--- src/logic/icache_pkg.sv ---
// ====================
// Instruction cache geometry constants
// Fill controller state encoding
// ====================

package icache_pkg;

	// ====================
	// Line geometry
	// ====================

	// Bytes held by one cache line
	localparam int LINE_BYTES = 32;

	// One line as a flat bit vector
	localparam int LINE_W = LINE_BYTES * 8;

	// 128 lines, direct mapped
	localparam int INDEX_W = 7;

	// Byte position inside a line
	localparam int OFFSET_W = $clog2(LINE_BYTES);

	// ====================
	// Fetch bundle
	// ====================

	// Core fetches 16 bytes per request
	localparam int BUNDLE_BYTES = 16;
	localparam int BUNDLE_W = BUNDLE_BYTES * 8;

	// Fill controller FSM
	typedef enum logic [1:0] {
		FS_IDLE   = 2'd0,   // waiting for a fetch
		FS_LOOKUP = 2'd1,   // tag compare of both lines
		FS_FILL   = 2'd2,   // issue memory request
		FS_WAIT   = 2'd3    // wait for memory ack
	} fill_state_e;

endpackage
--- src/logic/icache_bundle_align.sv ---
// ====================
// Bundle extraction from two cache lines
// Registered fetch outputs
// ====================

`timescale 1ns/1ps

module icache_bundle_align #(
	parameter int ADDR_W = 32
) (
	input  logic                            rclk,
	input  logic                            arst_n,
	input  logic                            done,
	input  logic [ADDR_W-1:0]               rpc,
	input  logic [icache_pkg::LINE_W-1:0]   line0,
	input  logic [icache_pkg::LINE_W-1:0]   line1,
	input  logic                            line_err,
	output logic                            fetch_valid,
	output logic [icache_pkg::BUNDLE_W-1:0] fetch_data,
	output logic                            fetch_err
);

	logic [2*icache_pkg::LINE_W-1:0]   pair;
	logic [icache_pkg::OFFSET_W-1:0]   offset;
	logic [icache_pkg::BUNDLE_W-1:0]   bundle;

	// Line of pc in the low half, byte 0 in bits 7:0
	assign pair = {line1, line0};

	// Byte offset within the first line
	assign offset = rpc[icache_pkg::OFFSET_W-1:0];

	// Offsets past 16 spill into line1
	assign bundle = pair[{offset, 3'b000} +: icache_pkg::BUNDLE_W];

	// ====================
	// Output registers
	// ====================

	// Data and error flag are payload, loaded on done only
	always_ff @(posedge rclk) begin
		if (done) begin
			fetch_data <= bundle;
			fetch_err  <= line_err;
		end
	end

	// Single-cycle valid pulse
	always_ff @(posedge rclk or negedge arst_n) begin
		if (!arst_n)
			fetch_valid <= 1'b0;
		else
			fetch_valid <= done;
	end

endmodule

--- config.mk ---
export PLATFORM = sky130hd
export DESIGN_NAME = icache_bundle_align
export DESIGN_NICKNAME = d
export VERILOG_FILES = /design/src/logic/icache_pkg.sv /design/src/logic/icache_bundle_align.sv
export SDC_FILE = /design/constraint.sdc
export NUM_CORES = 1
export LEC_CHECK = 0
export BUFFER_PORTS_ARGS = -buffer_cell sky130_fd_sc_hd__buf_2
export CORE_AREA = 4 4 261 263
export CTS_CLUSTER_DIAMETER = 200
export DETAILED_ROUTE_END_ITERATION = 6
export DIE_AREA = 0 0 265 267
export HOLD_SLACK_MARGIN = 0.12
export PLACE_DENSITY = 0.56
export SLEW_MARGIN = 20
export SYNTH_ARGS = -nofsm -noshare
export SYNTH_HDL_FRONTEND = slang
export SYNTH_SLANG_ARGS = --single-unit
export TNS_END_PERCENT = 50
--- constraint.sdc ---
create_clock -name rclk -period 0.8 [get_ports rclk]
set_input_delay 0.04 -clock rclk [delete_from_list [all_inputs] [get_ports rclk]]
set_output_delay 0.04 -clock rclk [all_outputs]
set_load 0.03 [all_outputs]
### Yosys cells after proc, flatten, opt, wreduce, memory -nomap -nowiden

Cells that the tools add are included.

* shift operators: 1

Operators with widths (count)
* $shiftx 512x9->128: 1

* bits in registers: 130
* bits of input ports: 548
* output and inout port bits: 130
* logic and storage cells: 4

### Logic depth before layout (Yosys ltp)

* word-level depth: 1
* gate-level depth with buffers: 9
* mapped depth without buffers: 4

### Worst setup path after synthesis

No wires, ideal clock.

* kind: input-to-reg
* start: input rpc[0]
* end: register fetch_data[20] (netlist name) (data pin)
* library setup time: 265 ps
* data arrival time: 1769 ps
* required time: 535 ps
* slack: -1235 ps
* stages: 8
* cell sequence: buf_4 > buf_6 > buf_6 > buf_2 > mux4_2 > mux2_2 > a222oi_1 > nand2_1

* longest elaborated chain between the ends: 1

Ends and longest elaborated chain
* start: declaration: RTL line icache_bundle_align.sv:14 `input logic [ADDR_W-1:0] rpc,`
* $shiftx 512x9->128: RTL line icache_bundle_align.sv:34 `assign bundle = pair[{offset, 3'b000} +: icache_pkg::BUNDLE_W];`
* net bundle, one bit: RTL line icache_bundle_align.sv:25 `logic [icache_pkg::BUNDLE_W-1:0] bundle;`
* end signal: assignment: RTL line icache_bundle_align.sv:43 `fetch_data <= bundle;`
* end: declaration: RTL line icache_bundle_align.sv:19 `output logic [icache_pkg::BUNDLE_W-1:0] fetch_data,`

The timed path passes the listed nets, and every way through them passes these cells.
A chain may end at the register's enable or synchronous reset.

### Final worst setup path

* start: input rpc[0]
* end: register fetch_data[105] (netlist name) (data pin)

The elaborated chain is that of the path after synthesis.

==> flow_summary.toml <==
[placed_design]
numPortBuffers = 514
dp_hpwl_mm = 80.2
place.gp.congestion = 0.978
place_ws_ns = -1.50
detailed_place.area_sq_mm = 0.0285

[clock_network]
cts_tree = "yes"
numCtsBuffers = 17
root_buffer = "clkbuf_16"
clock_path_buffers = 2
cts.sinks = 130
clk_pin_slew_ns = 0.08
htree_levels = 4
cts_hold_buf = 5

[global_routing]
overflow = 0
grt_max_degree = 44
track_usage_pct = 28.4
grt_pass1_wl_mm = 151
first_global_vias = 22584
antenna_found_initial = 22

[finish]
layout_common_cells = "buf_4 (529), buf_2 (501), mux4_2 (419)"
final_common_cell = "buf_4"
final_cell_area_sq_mm = 0.0335
drive_gt1_share_pct = 79.4
finalNetCount = 3135
area_growth_pct = 62.0
num-fill-cells = 5696

[floorplanning]
rows = 94
die_w_microns = 265
die-area_sq_mm = 0.0708
core-area_sq_mm = 0.0656
start_util_pct = 31.5
die_h_microns = 267
io_pins = 678

[timing]
finalSetupViolCount = 258
worstMarginPinSlew_ns = 0.883
hold_viol = 2
min_period_ns = 1.67
max_slew_margin_pct = 41.2
final.setup.tns_ns = -124.32
rsz0062_at_grt = "yes"
period_share_pct = 208
setup_slack_ns = -0.868
hold_ws_ns = -0.0702
fmax_mhz = 600
maxSlewViolCount = 0

[routing]
drt_iter0_drc = 2786
via_per_inst = 6.46
vias = 22404
wirelength_mm = 108
ant_nets = 0
wl_per_cell_microns = 31.1
first_pass_iters = 7
drc = 5

[setup_path]
cpPeakStageDelay_ns = 0.54
path_cells = "clkbuf_16, buf_16, mux4_2, mux2_4, a222oi_1, o211ai_1"
worstSetupPathType = "in -> reg"
slowest_stage = "mux4_2"
cp.required_ns = 1.02
arrival_ns = 1.88
critPathLaunchType = "input port"
critPathMaxFanout = 6
startpoint = "rpc[0]"
cp-end-kind = "register"

[worst_hold_path]
min_to = "fetch_data[14]$_DFFE_PP_"
whs_path_depth = 2
min_path_type = "in -> reg"
hp-start = "done"

[logic_synthesis]
syn_inst = 1515
syn_area_sq_mm = 0.0206
synth-edff-count = 129
ys_types = 46
post_synth_fa_ha_maj_area_fraction_pct = 0
synth_nets = 2063
yosysWarnings = 0
ys_dominant_reg_cell = "edfxtp_1"
syn_area_per_cell_sq_um = 13.6
synth_compound_area_share_pct = 12.2
ys_ff_latch = 130
seq_area_frac_synth_pct = 18.9
synth_xor_area_share_pct = 0
synth_top_family_by_area = "multiplexers"
async_flop_share_pct = 0.769
synthSimpleGateAreaFrac_pct = 2.78
synth_mux_area_share_pct = 61.2

[flow_run]
maxCapViolations = 0

[pwr]
p_leak_nw = 13.6
peakVddDrop_mv = 1.40
power_density_mw_per_mm2 = 1230
total_power_w = 0.0411

[outcome]
violations = "design-rule violations, negative hold slack, negative setup slack"
status = "finished, violations left"
==> stage by stage <==
step                utilization (%)  cells
finish                         51.0   3470
floorplan                         -   1515
global placement               43.4   3263
detailed placement             43.4   3263
global route                   51.0   3466
CTS                            47.8   3380
==> layer usage <==
metal,track usage (%),vias to the layer above,share of wire (%)
li1,-,9051,-
met1,36.3,11390,37
met2,46.6,1644,48
met3,8.23,285,11
met4,9.35,34,4.1
met5,0,-,0.20
==> cells in the mapped netlist (10+ instances only) <==
cell type	count	area share (%)
nor2_1	27	0.49
a21oi_1	28	0.68
a222oi_1	24	1.2
buf_2	57	1.4
edfxtp_1	129	19
a211oi_1	24	0.87
mux4_2	419	46
buf_4	30	1.1
nand3_1	13	0.32
clkbuf_1	85	1.5
nand2_1	65	1.2
o211ai_1	13	0.47
a221o_1	12	0.58
mux2i_1	161	7.8
o22a_1	12	0.51
buf_1	10	0.18
o22ai_1	80	2.4
a22oi_1	54	2.0
a211o_1	12	0.51
o221ai_1	18	0.76
a221oi_1	17	0.72
mux2_2	140	7.6
buf_6	14	0.76
==> critical path, delay by kind of cell <==
| family | cells | cell delay [ns] |
|---|---|---|
| AO/OA/AOI/OAI | 2 | 0.67 |
| multiplexers | 2 | 0.84 |
| buffers and inverters | 2 | 0.33 |
==> kinds of logic (layout without fill, tap and decap cells) <==
| group | Yosys count | in the layout |
|---|---|---|
| simple gates | 131 | 131 |
| flops | 130 | 130 |
| compound gates | 335 | 335 |
| other cells | 0 | 6 |
| buf+inv | 199 | 1284 |
| mux | 720 | 720 |
==> sequential cells by signal, summed over array words and instances (netlist names) <==
signal       count
fetch_valid      1
fetch_err        1
fetch_data     128
==> worst max path at each step <==
| stage | endpoint | cells after the start | slack (ns) |
|---|---|---|---|
| 3_5_place_dp | fetch_data[105]$_DFFE_PP_ | 6 | -1.50 |
| 2_1_floorplan | fetch_data[107]$_DFFE_PP_ | 7 | -1.05 |
| 4_1_cts | fetch_data[103]$_DFFE_PP_ | 6 | -0.79 |
| 6_report | fetch_data[105]$_DFFE_PP_ | 6 | -0.87 |
| 3_3_place_gp | fetch_data[105]$_DFFE_PP_ | 6 | -1.54 |
| 5_1_grt | fetch_data[108]$_DFFE_PP_ | 6 | -0.85 |
==> cell type report <==
cell class | count | area (sq um) | share of cell area, %
clock buffers | 19 | 433 | 1.29
repair buffers | 1249 | 10300 | 30.8
inverters | 3 | 13.8 | 0.0411
well taps | 864 | 1080 | 3.23
clock inverters | 13 | 161 | 0.482
multi-input cells | 1186 | 17500 | 52.4
diodes | 6 | 15.0 | 0.0449
flip-flops and latches | 130 | 3900 | 11.7
==> what timing repair did <==
| item | in CTS | in global routing |
|---|---|---|
| resized for setup | 275 | 283 |
| endpoints found under the setup margin | 258 | 323 |
| cloned | 10 | 15 |
| hold endpoints to repair | 133 | 44 |
| pin swaps | 40 | 104 |
| buffers inserted | 73 | 85 |
==> where the power goes <==
part / internal (W) / switching [W] / total [W]
Combinational: 0.0117 / 0.0116 / 0.0234
Clock: 0.00489 / 0.00382 / 0.00870
Sequential: 0.00867 / 0.000389 / 0.00906
Power figures use the tool's default switching activity.
