==> src/logic/icache_pkg.sv <==
// ====================
// Instruction cache geometry constants
// Fill controller state encoding
// ====================

package icache_pkg;

	// ====================
	// Line geometry
	// ====================

	// Bytes held by one cache line
	localparam int LINE_BYTES = 32;

	// One line as a flat bit vector
	localparam int LINE_W = LINE_BYTES * 8;

	// 128 lines, direct mapped
	localparam int INDEX_W = 7;

	// Byte position inside a line
	localparam int OFFSET_W = $clog2(LINE_BYTES);

	// ====================
	// Fetch bundle
	// ====================

	// Core fetches 16 bytes per request
	localparam int BUNDLE_BYTES = 16;
	localparam int BUNDLE_W = BUNDLE_BYTES * 8;

	// Fill controller FSM
	typedef enum logic [1:0] {
		FS_IDLE   = 2'd0,   // waiting for a fetch
		FS_LOOKUP = 2'd1,   // tag compare of both lines
		FS_FILL   = 2'd2,   // issue memory request
		FS_WAIT   = 2'd3    // wait for memory ack
	} fill_state_e;

endpackage
==> src/logic/icache_fill_ctrl.sv <==
// ====================
// Fetch request capture and miss refill FSM
// Drives lookups, memory requests and line writes
// ====================

`timescale 1ns/1ps

module icache_fill_ctrl #(
	parameter int ADDR_W = 32
) (
	input  logic                          rclk,
	input  logic                          arst_n,
	input  logic                          fetch_req,
	input  logic [ADDR_W-1:0]             pc,
	input  logic                          hit0,
	input  logic                          hit1,
	input  logic                          mem_ack,
	input  logic [icache_pkg::LINE_W-1:0] mem_data,
	input  logic                          mem_err,
	output logic                          busy,
	output logic                          lookup_ce,
	output logic [ADDR_W-1:0]             lookup_pc,
	output logic                          done,
	output logic                          mem_req,
	output logic [ADDR_W-1:0]             mem_addr,
	output logic                          fill_we,
	output logic [ADDR_W-1:0]             fill_addr,
	output logic [icache_pkg::LINE_W-1:0] fill_data,
	output logic                          fill_err
);

	icache_pkg::fill_state_e state;

	logic [ADDR_W-1:0] pc_q;
	logic [ADDR_W-1:0] pc_p16;
	logic [ADDR_W-1:0] miss_line;
	logic              accept;
	logic              done_q;
	logic              refill;

	// ====================
	// Request side
	// ====================

	// Requests during busy are dropped
	assign accept = fetch_req & ~busy;

	// Busy covers the FSM, the done cycle and the fetch_valid cycle
	assign busy = (state != icache_pkg::FS_IDLE) | done | done_q;

	// Memory answered, line gets written and lookup restarts
	assign refill = (state == icache_pkg::FS_WAIT) & mem_ack;

	// New pc on accept, captured pc on relookup
	assign lookup_ce = accept | refill;
	assign lookup_pc = accept ? pc : pc_q;

	// Line of pc goes first, then line of pc+16
	assign pc_p16    = pc_q + ADDR_W'(icache_pkg::BUNDLE_BYTES);
	assign miss_line = hit0 ? pc_p16 : pc_q;

	// ====================
	// Memory and fill side
	// ====================

	// One-cycle strobe while in FS_FILL
	assign mem_req = (state == icache_pkg::FS_FILL);

	// Memory data goes straight into the arrays
	assign fill_we   = refill;
	assign fill_addr = mem_addr;
	assign fill_data = mem_data;
	assign fill_err  = mem_err;

	// Captured pc and address of the missing line
	always_ff @(posedge rclk) begin
		if (accept)
			pc_q <= pc;
		if (state == icache_pkg::FS_LOOKUP && !(hit0 && hit1))
			mem_addr <= {miss_line[ADDR_W-1:icache_pkg::OFFSET_W],
				{icache_pkg::OFFSET_W{1'b0}}};
	end

	// FSM, done pulse and its delayed copy
	always_ff @(posedge rclk or negedge arst_n) begin
		if (!arst_n) begin
			state  <= icache_pkg::FS_IDLE;
			done   <= 1'b0;
			done_q <= 1'b0;
		end else begin
			done   <= 1'b0;
			done_q <= done;
			case (state)
				icache_pkg::FS_IDLE: begin
					if (accept)
						state <= icache_pkg::FS_LOOKUP;
				end
				icache_pkg::FS_LOOKUP: begin
					// Both lines present, hand over to the aligner
					if (hit0 && hit1) begin
						done  <= 1'b1;
						state <= icache_pkg::FS_IDLE;
					end else begin
						state <= icache_pkg::FS_FILL;
					end
				end
				icache_pkg::FS_FILL: begin
					state <= icache_pkg::FS_WAIT;
				end
				icache_pkg::FS_WAIT: begin
					// Memory latency is the only stall
					if (mem_ack)
						state <= icache_pkg::FS_LOOKUP;
				end
				default: begin
					state <= icache_pkg::FS_IDLE;
				end
			endcase
		end
	end

endmodule

==> config.mk <==
export PLATFORM = sky130hd
export DESIGN_NAME = icache_fill_ctrl
export DESIGN_NICKNAME = d
export VERILOG_FILES = /design/src/logic/icache_pkg.sv /design/src/logic/icache_fill_ctrl.sv
export SDC_FILE = /design/constraint.sdc
export NUM_CORES = 1
export LEC_CHECK = 0
export BUFFER_PORTS_ARGS = -buffer_cell sky130_fd_sc_hd__buf_2
export CAP_MARGIN = 10
export CORE_AREA = 4 4 249 251
export DETAILED_ROUTE_END_ITERATION = 16
export DIE_AREA = 0 0 253 255
export HOLD_SLACK_MARGIN = 0.12
export PLACE_DENSITY_LB_ADDON = 0.05
export SLEW_MARGIN = 20
export SYNTH_ARGS = -nofsm -noshare
export SYNTH_HDL_FRONTEND = slang
export SYNTH_SLANG_ARGS = --single-unit
==> constraint.sdc <==
create_clock -name rclk -period 4.2 [get_ports rclk]
set_input_delay 0.21 -clock rclk [delete_from_list [all_inputs] [get_ports rclk]]
set_output_delay 0.21 -clock rclk [all_outputs]
set_load 0.01 [all_outputs]
# ---- Word-level counts from Yosys, hierarchy flattened
# Cells that the tools add are included.
dict set report totals {
  register_bits 63
  input_bits 295
  output_inout_bits 358
}
dict set report classes {
  addsub 1
  n_eq_ne 5
  muxes 8
  bitwise 6
  n_reduce_logical 6
}
# operator count
set op_table {}
lappend op_table {{$mux W32} 2}
lappend op_table {{$add A32 B5 Y32 const B} 1}
lappend op_table {{$pmux W2 S4} 1}
lappend op_table {{$mux W2} 3}
lappend op_table {{$eq A2 B2 Y1 const B} 2}
lappend op_table {{$ne A2 B2 Y1 const B} 2}
lappend op_table {{$or A1 B1 Y1} 3}
lappend op_table {{$and A1 B1 Y1} 2}
lappend op_table {{$eq A2 B1 Y1 const B} 1}
lappend op_table {{$logic_and A1 B1 Y1} 2}
lappend op_table {{$logic_not A2 Y1} 1}
lappend op_table {{$mux W1} 2}
lappend op_table {{$reduce_and A2 Y1} 1}
lappend op_table {{$reduce_bool A2 Y1} 1}
lappend op_table {{$logic_not A1 Y1} 1}
lappend op_table {{$not A1 Y1} 1}

# ---- Logic depth before layout (Yosys ltp)
# Gate-level depths: netlist of the first run.
dict set report logic_depth {
  word_depth 7
  mapped_depth 6
  ltp_nobuf 5
}

# ---- Worst setup path before layout of the first run
# No wires, ideal clock.
dict set report synth_timing {
  path_kind {reg2reg}
  start {reg state[1]}
  end {reg state[1]}
  setup_time_ps 86
  t_arrival_ps 3097
  t_required_ps 4114
  path_slack_ps 1017
  path_stages_with_launch 6
  n_path_buf 0
  cell_sequence {dfrtp_1 > inv_1 > ha_1 > a21boi_0 > o21ai_0 > mux2i_1}
}
dict set report synth_via {
  elab_chain_len 7
  word_cells_on_any_way 13
}
# item line_no
set synth_rtl {}
lappend synth_rtl {{from (decl)} icache_fill_ctrl.sv:32} ;# icache_pkg::fill_state_e state;
lappend synth_rtl {{from (signal assigned)} icache_fill_ctrl.sv:87} ;# state <= icache_pkg::FS_IDLE;
lappend synth_rtl {{from (signal assigned)} icache_fill_ctrl.sv:96} ;# state <= icache_pkg::FS_LOOKUP;
lappend synth_rtl {{from (signal assigned)} icache_fill_ctrl.sv:102} ;# state <= icache_pkg::FS_IDLE;
lappend synth_rtl {{$reduce_bool A2 Y1} icache_fill_ctrl.sv:49} ;# assign busy = (state != icache_pkg::FS_IDLE) | done | done_q;
lappend synth_rtl {{$or A1 B1 Y1 (2 in a row)} icache_fill_ctrl.sv:49}
lappend synth_rtl {{$not A1 Y1} icache_fill_ctrl.sv:46} ;# assign accept = fetch_req & ~busy;
lappend synth_rtl {{$and A1 B1 Y1} icache_fill_ctrl.sv:46}
lappend synth_rtl {{$ne A2 B2 Y1 (no line)} -}
lappend synth_rtl {{$reduce_and A2 Y1 (no line)} -}
# Several ways; a longest one is shown, not always the timed one.
# A chain may end at the register's enable or synchronous reset.

# ---- Final worst setup path of the first run
dict set report layout_timing {
  start {reg done}
  end {out lookup_pc[12]}
}
dict set report layout_via {
  elab_chain_len 5
}
# item line_no
set layout_rtl {}
lappend layout_rtl {{from (decl)} icache_fill_ctrl.sv:23} ;# output logic done,
lappend layout_rtl {{from (signal assigned)} icache_fill_ctrl.sv:88} ;# done <= 1'b0;
lappend layout_rtl {{from (signal assigned)} icache_fill_ctrl.sv:91} ;# done <= 1'b0;
lappend layout_rtl {{from (signal assigned)} icache_fill_ctrl.sv:101} ;# done <= 1'b1;
lappend layout_rtl {{$or A1 B1 Y1 (2 in a row)} icache_fill_ctrl.sv:49}
lappend layout_rtl {{$not A1 Y1} icache_fill_ctrl.sv:46}
lappend layout_rtl {{$and A1 B1 Y1} icache_fill_ctrl.sv:46}
lappend layout_rtl {{$mux W32} -}
lappend layout_rtl {{to (decl)} icache_fill_ctrl.sv:22} ;# output logic [ADDR_W-1:0] lookup_pc,
# No other way between the ends.

==> Implementation_results.wiki, run 1 <==
{| class="wikitable"
! Metric !! Value
|-
| Result of the run || finished, final reports clean
|-
| Top achievable clock speed || 367 MHz
|-
| Worst slew margin relative to its limit || 48.5%
|-
| Cell breakdown of the critical path || nor2_1, nand3_2, buf_4, mux2_2, buf_2
|-
| Worst r2r src || done$_DFF_PN0_
|-
| Number of setup buffers added after CTS || 0
|-
| Clock transition at the registers of the reported paths || 0.07 ns
|-
| Area inside the core boundary || 0.0599 sq mm
|-
| Final estimated routing congestion in global placement || 0.728
|-
| Number of stages on the worst setup path || 5
|-
| Synthesis Warnings || 0
|-
| Crit path required time || 3.99 ns
|-
| Chip height || 255 um
|-
| Crit path arrival time || 2.51 ns
|-
| Clock buffer depth || 2
|-
| Hold Crit Class || input pin to flip-flop
|-
| Most common library cell in the layout ignoring fill and taps || sky130_fd_sc_hd__buf_2
|-
| Final antenna-violating net count || 0
|-
| Net count reported at finish || 671
|-
| Worst r2r dst || state[1]$_DFFE_PN0P_
|-
| Fin. max-slew vios || 0
|-
| Core Util, Final || 8.12%
|-
| Clock sink count || 63
|-
| Design Area, Final || 0.00486 sq mm
|-
| Final setup violation count || 0
|-
| Post-Place Setup Slack || 1.67 ns
|-
| Number of cells in the finished layout apart from fillers || 1161
|-
| Post-synth EDFFs || 27
|-
| Time the final worst path needs with I/O delays and setup || 2.72 ns
|-
| Max VDD drop || 151 uV
|-
| Vias/cell || 2.34
|-
| Post-synthesis to final-layout area growth || 1.09%
|-
| Vias in the first global route || 2926
|-
| Total leakage power || 1.79 nW
|-
| Share of cells above drive strength 1 || 47.9%
|-
| R2r worst-path depth || 5
|-
| Worst Path Class, Setup || flip-flop to output pin
|-
| Number of buffers added by the clock tree synthesis step || 9
|-
| Total congestion overflow || 0
|-
| Number of hold buffers added after CTS || 30
|-
| Max Cap Viol || 0
|-
| Final routed DRC violation total || 0
|-
| Post-synthesis cell count || 489
|-
| Initial antenna violation count || 3
|-
| Share of synthesized flip-flops with an asynchronous set or reset || 6.35%
|-
| Sort of element at the end of the critical path || output pin
|-
| Root cell of the clock tree || sky130_fd_sc_hd__clkbuf_16
|-
| Final setup margin || 1.48 ns
|-
| Sequential cell area fraction in the yosys report || 32.2%
|-
| Overall die area || 0.0645 sq mm
|-
| Post-Synthesis Cell Area || 0.00481 sq mm
|-
| Post-cts resize count || 0
|-
| Worst-skew pair later-pin latency || 0.37 ns
|-
| Worst Setup SP || done$_DFF_PN0_
|-
| IO Pins || 653
|-
| Count of TritonRoute iterations in the first routing pass || 4
|-
| Critical Path Source Type || flip-flop
|-
| Post-Route Setup TNS || 0 ns
|-
| Slowest stage cell, crit path || sky130_fd_sc_hd__nand3_2
|-
| Total count of hold-check failures in the final report || 0
|-
| End point of the critical path || lookup_pc[12]
|-
| Biggest fanout along the worst timing path || 19
|-
| Placement-stage cell area || 0.00427 sq mm
|-
| Transition time of the tightest slew-check pin || 0.768 ns
|-
| DRC violation total after the first TritonRoute iteration || 93
|-
| Via count || 2715
|-
| CP top delay family || simple AND/OR/NAND/NOR gates
|-
| Final routed wirelength across all metal layers || 34.2 mm
|-
| Wire length of the first global-routing pass || 40.3 mm
|-
| Power per cell area || 735 mW/mm^2
|-
| Critical path buffer and inverter count || 2
|-
| Number of placement rows || 90
|-
| Maximum number of pins on one net before global-route repair || 29
|-
| Leading register cell type out of synthesis || sky130_fd_sc_hd__dfxtp_1
|-
| Aggregate global-route resource usage || 10.1%
|-
| Port Buf Inserts || 128
|-
| Number of levels the H-tree was split into || 3
|-
| RSZ-0062 raised after global routing || no
|-
| Post-detailed-placement half-perimeter wirelength || 30.0 mm
|-
| Fin crit share || 64.8%
|-
| Die Span X || 253 um
|-
| Top library cells by usage in the layout, fill and taps aside || sky130_fd_sc_hd__buf_2 (128), sky130_fd_sc_hd__dfxtp_1 (32), sky130_fd_sc_hd__mux2_2 (31), sky130_fd_sc_hd__dlygate4sd3_1 (30), sky130_fd_sc_hd__edfxtp_1 (27)
|-
| Unique masters post-synth || 31
|-
| Count of state elements after synthesis || 63
|-
| Placed insts || 1112
|-
| Starting density of the core || 8.03%
|-
| R2R setup slack || 1.95 ns
|-
| WL/cell || 29.5 um
|-
| Final Skew || 0.0122 ns
|-
| Stage delay of the slowest cell on the critical path || 0.46 ns
|-
| Clock tree from TritonCTS || built
|-
| Per-instance average area after synthesis || 9.84 sq um
|}
==> where the power goes <==
group | internal [mW] | total [mW] | switching, mW
Combinational | 0.614 | 1.44 | 0.830
Clock | 0.458 | 0.799 | 0.340
Sequential | 1.01 | 1.33 | 0.317
==> registers in the layout, summed over array words and instances, names as in the netlist <==
register / cells
done_q: 1
done: 1
fill_addr: 27
pc_q: 32
state: 2
==> synthesized netlist by cell type (2+ instances only) <==
cell type | instances | share of area, %
sky130_fd_sc_hd__nand4_1 | 9 | 1.2
sky130_fd_sc_hd__mux2i_1 | 2 | 0.42
sky130_fd_sc_hd__edfxtp_1 | 27 | 17
sky130_fd_sc_hd__and3_1 | 6 | 0.78
sky130_fd_sc_hd__inv_1 | 4 | 0.31
sky130_fd_sc_hd__ha_1 | 5 | 1.3
sky130_fd_sc_hd__xnor2_1 | 22 | 4.0
sky130_fd_sc_hd__clkbuf_1 | 4 | 0.31
sky130_fd_sc_hd__dfrtp_1 | 4 | 2.1
sky130_fd_sc_hd__xor2_1 | 4 | 0.73
sky130_fd_sc_hd__mux2_2 | 31 | 7.3
sky130_fd_sc_hd__nor2_1 | 5 | 0.39
sky130_fd_sc_hd__nand2_1 | 13 | 1.0
sky130_fd_sc_hd__o21ai_0 | 3 | 0.31
sky130_fd_sc_hd__buf_4 | 294 | 46
sky130_fd_sc_hd__nand3_1 | 9 | 0.94
sky130_fd_sc_hd__nor4_4 | 2 | 0.88
sky130_fd_sc_hd__dfxtp_1 | 32 | 13
==> kinds of logic after synthesis <==
family                     share of synthesized area (%)
AOI/OAI and AO/OA                                  0.572
buffers and inverters                               46.5
adders and majority gates                           1.30
xor gates and xnor gates                            4.73
and+or+nand+nor                                     6.92
other                                             0.0779
DFF                                                 32.2
muxes                                               7.67
==> cell type report <==
class | instances | area, sq um
Fill cell | 7009 | 55000
Sequential cell | 63 | 1550
Multi-Input combinational cell | 133 | 1070
Tap cell | 782 | 978
Timing Repair Buffer | 160 | 956
Clock buffer | 12 | 236
Clock inverter | 4 | 46.3
Inverter | 4 | 15.0
Antenna cell | 3 | 7.51
==> stage by stage <==
| step | power, mW | hold WS (ns) |
|---|---|---|
| floorplan | 2.38 | -0.0856 |
| global placement | 2.87 | 0.0529 |
| detailed placement | 2.85 | 0.0509 |
| CTS | 3.74 | 0.145 |
| global route | 3.86 | 0.147 |
| finish | 3.57 | 0.164 |
==> worst reg2reg max path: stages, from the launching register on <==
cell	delay (ns)
sky130_fd_sc_hd__dfrtp_1	0.41
sky130_fd_sc_hd__nor2_1	0.32
sky130_fd_sc_hd__nand3_2	0.46
sky130_fd_sc_hd__buf_4	0.43
sky130_fd_sc_hd__a21oi_1	0.34
sky130_fd_sc_hd__mux2i_1	0.22
==> how the worst min path moves through the flow <==
stage / startpoint / endpoint / slack (ns) / cells after the start
2_1_floorplan: arst_n / done$_DFF_PN0_ / -0.09 / 0
3_3_place_gp: arst_n / state[1]$_DFFE_PN0P_ / 0.05 / 1
3_5_place_dp: arst_n / state[1]$_DFFE_PN0P_ / 0.05 / 1
4_1_cts: pc[6] / pc_q[6]$_DFF_P_ / 0.14 / 2
5_1_grt: pc[6] / pc_q[6]$_DFF_P_ / 0.15 / 2
6_report: pc[6] / pc_q[6]$_DFF_P_ / 0.16 / 2
==> metal layers <==
| metal | global-route usage (%) | vias up | part of all wire, % |
|---|---|---|---|
| li1 | - | 1048 | - |
| met1 | 8.21 | 1167 | 29 |
| met2 | 13.3 | 424 | 39 |
| met3 | 14.2 | 70 | 29 |
| met4 | 3.96 | 6 | 2.9 |
| met5 | 1.68 | - | 0.51 |
No activity file was read; power rests on OpenSTA's default activity.
==> inputs of run 2 (changes only) <==
clock period = 2.4 ns   (was 4.2 ns; I/O delays follow)
==> Implementation_results.wiki, run 2 (synthesis results as in run 1) <==
{| class="wikitable"
! Metric !! Value
|-
| Number of placement rows || 90 (unchanged)
|-
| Post-cts resize count || 0 (unchanged)
|-
| Final routed wirelength across all metal layers || 34.7 mm (+1.4%)
|-
| Worst slew margin relative to its limit || 66.0% (+17 points)
|-
| Peak-usage layer in the global routing report || met3
|-
| Final estimated routing congestion in global placement || 0.708 (-2.7%)
|-
| Total count of hold-check failures in the final report || 0 (unchanged)
|-
| Starting density of the core || 8.03% (unchanged)
|-
| Met2 demand-to-capacity share in global routing || 13.2% (-0.11 points)
|-
| Max VDD drop || 356 uV (+140%)
|-
| Crit path required time || 2.28 ns (-1.71 ns)
|-
| WL/cell || 29.7 um (+0.84%)
|-
| Final routed DRC violation total || 0 (unchanged)
|-
| DRC violation total after the first TritonRoute iteration || 114 (+23%)
|-
| Number of levels the H-tree was split into || 3 (unchanged)
|-
| Fraction of met1 tracks used by global routing || 7.89% (-0.32 points)
|-
| Vias in the first global route || 2963 (+1.3%)
|-
| Total congestion overflow || 0 (unchanged)
|-
| Result of the run || finished, final reports clean
|-
| Final setup violation count || 0 (unchanged)
|-
| Clock tree from TritonCTS || built
|-
| Worst Setup SP || state[0]$_DFFE_PN0P_
|-
| Sort of element at the end of the critical path || output pin
|-
| Share of cells above drive strength 1 || 48.8% (+0.96 points)
|-
| RSZ-0062 raised after global routing || no
|-
| Top library cells by usage in the layout, fill and taps aside || sky130_fd_sc_hd__buf_2 (128), sky130_fd_sc_hd__dlygate4sd3_1 (35), sky130_fd_sc_hd__dfxtp_1 (32), sky130_fd_sc_hd__mux2_2 (31), sky130_fd_sc_hd__edfxtp_1 (27)
|-
| Post-Route Setup TNS || 0 ns (unchanged)
|-
| Maximum number of pins on one net before global-route repair || 31 (+6.9%)
|-
| Wire length of the first global-routing pass || 41.1 mm (+1.8%)
|-
| Count of TritonRoute iterations in the first routing pass || 4 (unchanged)
|-
| Time the final worst path needs with I/O delays and setup || 2.18 ns
|-
| Clock transition at the registers of the reported paths || 0.06 ns (about the same)
|-
| Overall die area || 0.0645 sq mm (unchanged)
|-
| Via count || 2777 (+2.3%)
|-
| Worst Path Class, Setup || flip-flop to output pin
|-
| Post-synthesis to final-layout area growth || 4.47%
|-
| Post-Place Setup Slack || 0.545 ns (-1.13 ns)
|-
| Chip height || 255 um (unchanged)
|-
| Number of buffers added by the clock tree synthesis step || 9 (unchanged)
|-
| Clock sink count || 63 (unchanged)
|-
| Net count reported at finish || 680 (+1.3%)
|-
| Max Cap Viol || 0 (unchanged)
|-
| Root cell of the clock tree || sky130_fd_sc_hd__clkbuf_16
|-
| IO Pins || 653 (unchanged)
|-
| Initial antenna violation count || 1 (-2)
|-
| Clock buffer depth || 2 (unchanged)
|-
| Final Skew || 0.0111 ns (-0.00113 ns)
|-
| R2r worst-path depth || 4 (-1)
|-
| Critical Path Source Type || flip-flop
|-
| R2R setup slack || 0.60 ns (-1.35 ns)
|-
| Port Buf Inserts || 128 (unchanged)
|-
| Biggest fanout along the worst timing path || 30 (+11)
|-
| Worst r2r src || pc_q[14]$_DFF_P_
|-
| Worst-skew pair later-pin latency || 0.37 ns (about the same)
|-
| Top achievable clock speed || 459 MHz
|-
| Worst r2r dst || fill_addr[31]$_DFFE_PP_
|-
| Vias/cell || 2.38 (+1.7%)
|-
| Power per cell area || 1300 mW/mm^2 (+77%)
|-
| Biggest register || pc_q
|-
| Aggregate global-route resource usage || 10.2% (+0.13 points)
|-
| Total leakage power || 1.87 nW (+4.4%)
|-
| Met3 track demand over resource || 15.7% (+1.5 points)
|-
| Final setup margin || 0.224 ns (-1.25 ns)
|-
| Die Span X || 253 um (unchanged)
|-
| Final antenna-violating net count || 0 (unchanged)
|-
| Fin. max-slew vios || 0 (unchanged)
|-
| End point of the critical path || lookup_pc[0]
|-
| Most common library cell in the layout ignoring fill and taps || sky130_fd_sc_hd__buf_2
|-
| Number of flip-flops under the largest register name || 32 (unchanged)
|-
| Crit path arrival time || 2.06 ns (-0.45 ns)
|-
| Post-detailed-placement half-perimeter wirelength || 30.3 mm (+0.94%)
|-
| Hold Crit Class || input pin to flip-flop
|-
| Area inside the core boundary || 0.0599 sq mm (unchanged)
|-
| Fin crit share || 90.7%
|-
| Transition time of the tightest slew-check pin || 0.505 ns (-0.263 ns)
|}
-- run 2: cell count changes in the layout (fill, tap and decap cells not counted) --
| cell | delta |
|---|---|
| sky130_fd_sc_hd__clkbuf_1 | -3 |
| sky130_fd_sc_hd__dlygate4sd3_1 | +5 |
| sky130_fd_sc_hd__clkinv_4 | +1 |
| sky130_fd_sc_hd__inv_4 | +1 |
| sky130_fd_sc_hd__clkinv_1 | -1 |
| sky130_fd_sc_hd__clkinv_2 | -1 |
| sky130_fd_sc_hd__diode_2 | -2 |
| sky130_fd_sc_hd__clkinvlp_4 | +1 |
| sky130_fd_sc_hd__buf_4 | +2 |
| sky130_fd_sc_hd__bufinv_16 | +2 |
| sky130_fd_sc_hd__buf_12 | +2 |
-- run 2: power by group --
group          internal [mW]  total [mW]  leakage (nW)  switching, mW
Clock                   1.02        1.64         0.162          0.622
Sequential              1.77        2.28         0.580          0.512
Combinational           1.13        2.60          1.13           1.47
Total                   3.92        6.52          1.87           2.60
-- run 2: worst min path at each step --
stage	endpoint	slack [ns]	cells after the start	startpoint
after floorplan	done$_DFF_PN0_	-0.18	0	arst_n
after global placement	done$_DFF_PN0_	-0.07	1	arst_n
after detailed placement	done$_DFF_PN0_	-0.06	1	arst_n
after CTS	state[1]$_DFFE_PN0P_	0.21	4	mem_ack
after global routing	fill_data[111]	0.24	0	mem_data[111]
final	done$_DFF_PN0_	0.22	2	hit0
-- run 2: repair_timing --
| action | in CTS | in global routing |
|---|---|---|
| endpoints found under the hold margin | 37 | 0 |
| hold buffers | 35 | 0 |
| buffers inserted | 0 | 0 |
-- run 2: through the flow --
step | total power, mW | utilization [%] | instances | hold WS [ns] | area [sq um]
final | 6.52 | 8.39 | 1168 | 0.222 | 5030
after global placement | 5.04 | 7.23 | 1116 | -0.0652 | 4330
after CTS | 6.77 | 8.39 | 1167 | 0.212 | 5020
after floorplan | 4.15 | - | 498 | -0.176 | 4850
after detailed placement | 4.98 | 7.23 | 1116 | -0.0625 | 4330
after global routing | 7.02 | 8.39 | 1168 | 0.240 | 5030
-- run 2: area by class of cell --
cell class                 count  area, sq um
fill                        6989        54900
sequential                    63         1550
multi-input combinational    133         1070
timing repair buffer         169         1060
tap                          782          978
clock buffer                   9          225
clock inverter                 7          120
inverter                       4         15.0
antenna                        1         2.50
-- run 2: per-layer routing --
metal  wire, um  share of wire, %
met5        110              0.32
met4       1050               3.0
met3      10800                31
met2      13400                38
met1       9380                27
-- run 2: worst max-delay path: stages, from the launching register on --
cell and delay (ns):
sky130_fd_sc_hd__dfrtp_1 0.38, sky130_fd_sc_hd__inv_1 0.09, sky130_fd_sc_hd__ha_1 0.25, sky130_fd_sc_hd__nand3_2 0.11, sky130_fd_sc_hd__buf_12 0.20, sky130_fd_sc_hd__mux2_2 0.42, sky130_fd_sc_hd__buf_2 0.16
==> inputs of run 3 (changes only) <==
CAP_MARGIN = 40   (was 10)
CTS_BUF_LIST = sky130_fd_sc_hd__clkbuf_4 sky130_fd_sc_hd__clkbuf_8   (was unset)
==> Implementation_results.wiki, run 3 (synthesis results as in run 1) <==
{| class="wikitable"
! Metric !! Value
|-
| Clock tree from TritonCTS || built
|-
| Number of levels the H-tree was split into || 3 (unchanged)
|-
| Result of the run || finished, final reports clean
|-
| WL/cell || 29.7 um (+0.10%)
|-
| Critical Path Source Type || flip-flop
|-
| DRC violation total after the first TritonRoute iteration || 109 (-4.4%)
|-
| Final Skew || 0.0200 ns (+0.00894 ns)
|-
| Overall die area || 0.0645 sq mm (unchanged)
|-
| Count of TritonRoute iterations in the first routing pass || 4 (unchanged)
|-
| Maximum number of pins on one net before global-route repair || 31 (unchanged)
|-
| Crit path required time || 2.28 ns (about the same)
|-
| Transition time of the tightest slew-check pin || 0.505 ns (+0.000328 ns)
|-
| Design Area, Final || 0.00493 sq mm (-2.0%)
|-
| Worst Path Class, Setup || flip-flop to output pin
|-
| Final setup violation count || 0 (unchanged)
|-
| Via count || 2779 (+0.072%)
|-
| Hold Crit Class || input pin to flip-flop
|-
| Clock sink count || 63 (unchanged)
|-
| Crit path arrival time || 2.09 ns (+0.03 ns)
|-
| Fin crit share || 92.0% (+1.3 points)
|-
| Fin. max-slew vios || 0 (unchanged)
|-
| Core Util, Final || 8.22% (-0.17 points)
|-
| Starting density of the core || 8.03% (unchanged)
|-
| Power consumption || 6.15 mW (-5.6%)
|-
| Final estimated routing congestion in global placement || 0.708 (unchanged)
|-
| Final routed DRC violation total || 0 (unchanged)
|-
| Max VDD drop || 236 uV (-34%)
|-
| Clock buffer depth || 2 (unchanged)
|-
| Number of cells in the finished layout apart from fillers || 1168 (unchanged)
|-
| Vias/cell || 2.38 (about the same)
|-
| Max Cap Viol || 0 (unchanged)
|-
| Area inside the core boundary || 0.0599 sq mm (unchanged)
|-
| Aggregate global-route resource usage || 10.3% (+0.011 points)
|-
| Post-cts resize count || 0 (unchanged)
|-
| Number of buffers added by the clock tree synthesis step || 9 (unchanged)
|-
| Vias in the first global route || 2956 (-0.24%)
|-
| Wire length of the first global-routing pass || 41.1 mm (about the same)
|-
| Time the final worst path needs with I/O delays and setup || 2.21 ns (+0.0316 ns)
|-
| Worst slew margin relative to its limit || 66.0% (about the same)
|-
| Biggest register || pc_q
|-
| IO Pins || 653 (unchanged)
|-
| Most common library cell in the layout ignoring fill and taps || sky130_fd_sc_hd__buf_2
|-
| Number of placement rows || 90 (unchanged)
|-
| Share of cells above drive strength 1 || 48.8% (unchanged)
|-
| Biggest fanout along the worst timing path || 30 (unchanged)
|-
| Number of flip-flops under the largest register name || 32 (unchanged)
|-
| Clock transition at the registers of the reported paths || 0.08 ns (+0.02 ns)
|-
| Top achievable clock speed || 453 MHz (-1.4%)
|-
| Initial antenna violation count || 1 (unchanged)
|-
| Worst-skew pair later-pin latency || 0.42 ns (+0.05 ns)
|-
| Final routed wirelength across all metal layers || 34.7 mm (+0.10%)
|-
| Total leakage power || 1.82 nW (-2.5%)
|-
| Total count of hold-check failures in the final report || 0 (unchanged)
|-
| Top library cells by usage in the layout, fill and taps aside || sky130_fd_sc_hd__buf_2 (128), sky130_fd_sc_hd__dlygate4sd3_1 (35), sky130_fd_sc_hd__dfxtp_1 (32), sky130_fd_sc_hd__mux2_2 (31), sky130_fd_sc_hd__edfxtp_1 (27)
|-
| Port Buf Inserts || 128 (unchanged)
|-
| Post-detailed-placement half-perimeter wirelength || 30.3 mm (unchanged)
|-
| Power per cell area || 1250 mW/mm^2 (-3.7%)
|-
| Die Span X || 253 um (unchanged)
|-
| Root cell of the clock tree || sky130_fd_sc_hd__clkbuf_8
|-
| Final antenna-violating net count || 0 (unchanged)
|-
| Placement-stage cell area || 0.00433 sq mm (unchanged)
|-
| Post-synthesis to final-layout area growth || 2.37%
|-
| RSZ-0062 raised after global routing || no
|-
| Net count reported at finish || 680 (unchanged)
|-
| Placed insts || 1116 (unchanged)
|-
| Post-Route Setup TNS || 0 ns (unchanged)
|-
| Sort of element at the end of the critical path || output pin
|-
| Chip height || 255 um (unchanged)
|-
| Total congestion overflow || 0 (unchanged)
|}
-- run 3: per-stage QoR --
| stage | hold WS, ns | setup slack (ns) |
|---|---|---|
| floorplan | -0.176 | 0.559 |
| global placement | -0.0652 | 0.574 |
| detailed placement | -0.0625 | 0.545 |
| CTS | 0.138 | 0.0893 |
| global route | 0.172 | 0.0443 |
| finish | 0.183 | 0.192 |
-- run 3: routing by layer --
layer | share of wire, % | routed length, um | up-vias | track usage (%)
li1 | - | - | 1064 | -
met1 | 27 | 9410 | 1169 | 7.91
met2 | 38 | 13400 | 480 | 13.2
met3 | 31 | 10800 | 62 | 15.7
met4 | 3.0 | 1050 | 4 | 3.55
met5 | 0.32 | 110 | - | 2.12
-- run 3: timing repair --
item	CTS	global route
setup endpoints to repair	0	0
hold buffers	35	0
hold endpoints to repair	37	0
buffers inserted	0	0
-- run 3: path summary, 6_finish.rpt --
check / start / to / slack (ns) / cells past startpoint
max: state[0]$_DFFE_PN0P_ / lookup_pc[0] / 0.19 / 6
min: hit0 / done$_DFF_PN0_ / 0.18 / 2
max reg2reg: pc_q[14]$_DFF_P_ / fill_addr[31]$_DFFE_PP_ / 0.59 / 4
min reg2reg: done$_DFF_PN0_ / done_q$_DFF_PN0_ / 0.42 / 0
max in group asynchronous: arst_n / state[0]$_DFFE_PN0P_ / 1.59 / 3
min in group asynchronous: arst_n / done$_DFF_PN0_ / 0.64 / 3
-- run 3: area by class of cell --
type | count | area (sq um)
Antenna cell | 1 | 2.50
Clock buffer | 9 | 124
Clock inverter | 7 | 120
Fill cell | 6998 | 55000
Inverter | 4 | 15.0
Multi-Input combinational cell | 133 | 1070
Sequential cell | 63 | 1550
Tap cell | 782 | 978
Timing Repair Buffer | 169 | 1060
-- run 3: power by group --
part | internal (mW) | total [mW] | switching (mW)
clock network | 0.692 | 1.27 | 0.579
logic | 1.13 | 2.60 | 1.47
registers | 1.77 | 2.28 | 0.511
-- run 3: worst max-delay path, cell delays in order, from the launching register on --
cell,delay (ns)
sky130_fd_sc_hd__dfrtp_1,0.38
sky130_fd_sc_hd__inv_1,0.08
sky130_fd_sc_hd__ha_1,0.25
sky130_fd_sc_hd__nand3_2,0.11
sky130_fd_sc_hd__buf_12,0.20
sky130_fd_sc_hd__mux2_2,0.42
sky130_fd_sc_hd__buf_2,0.16
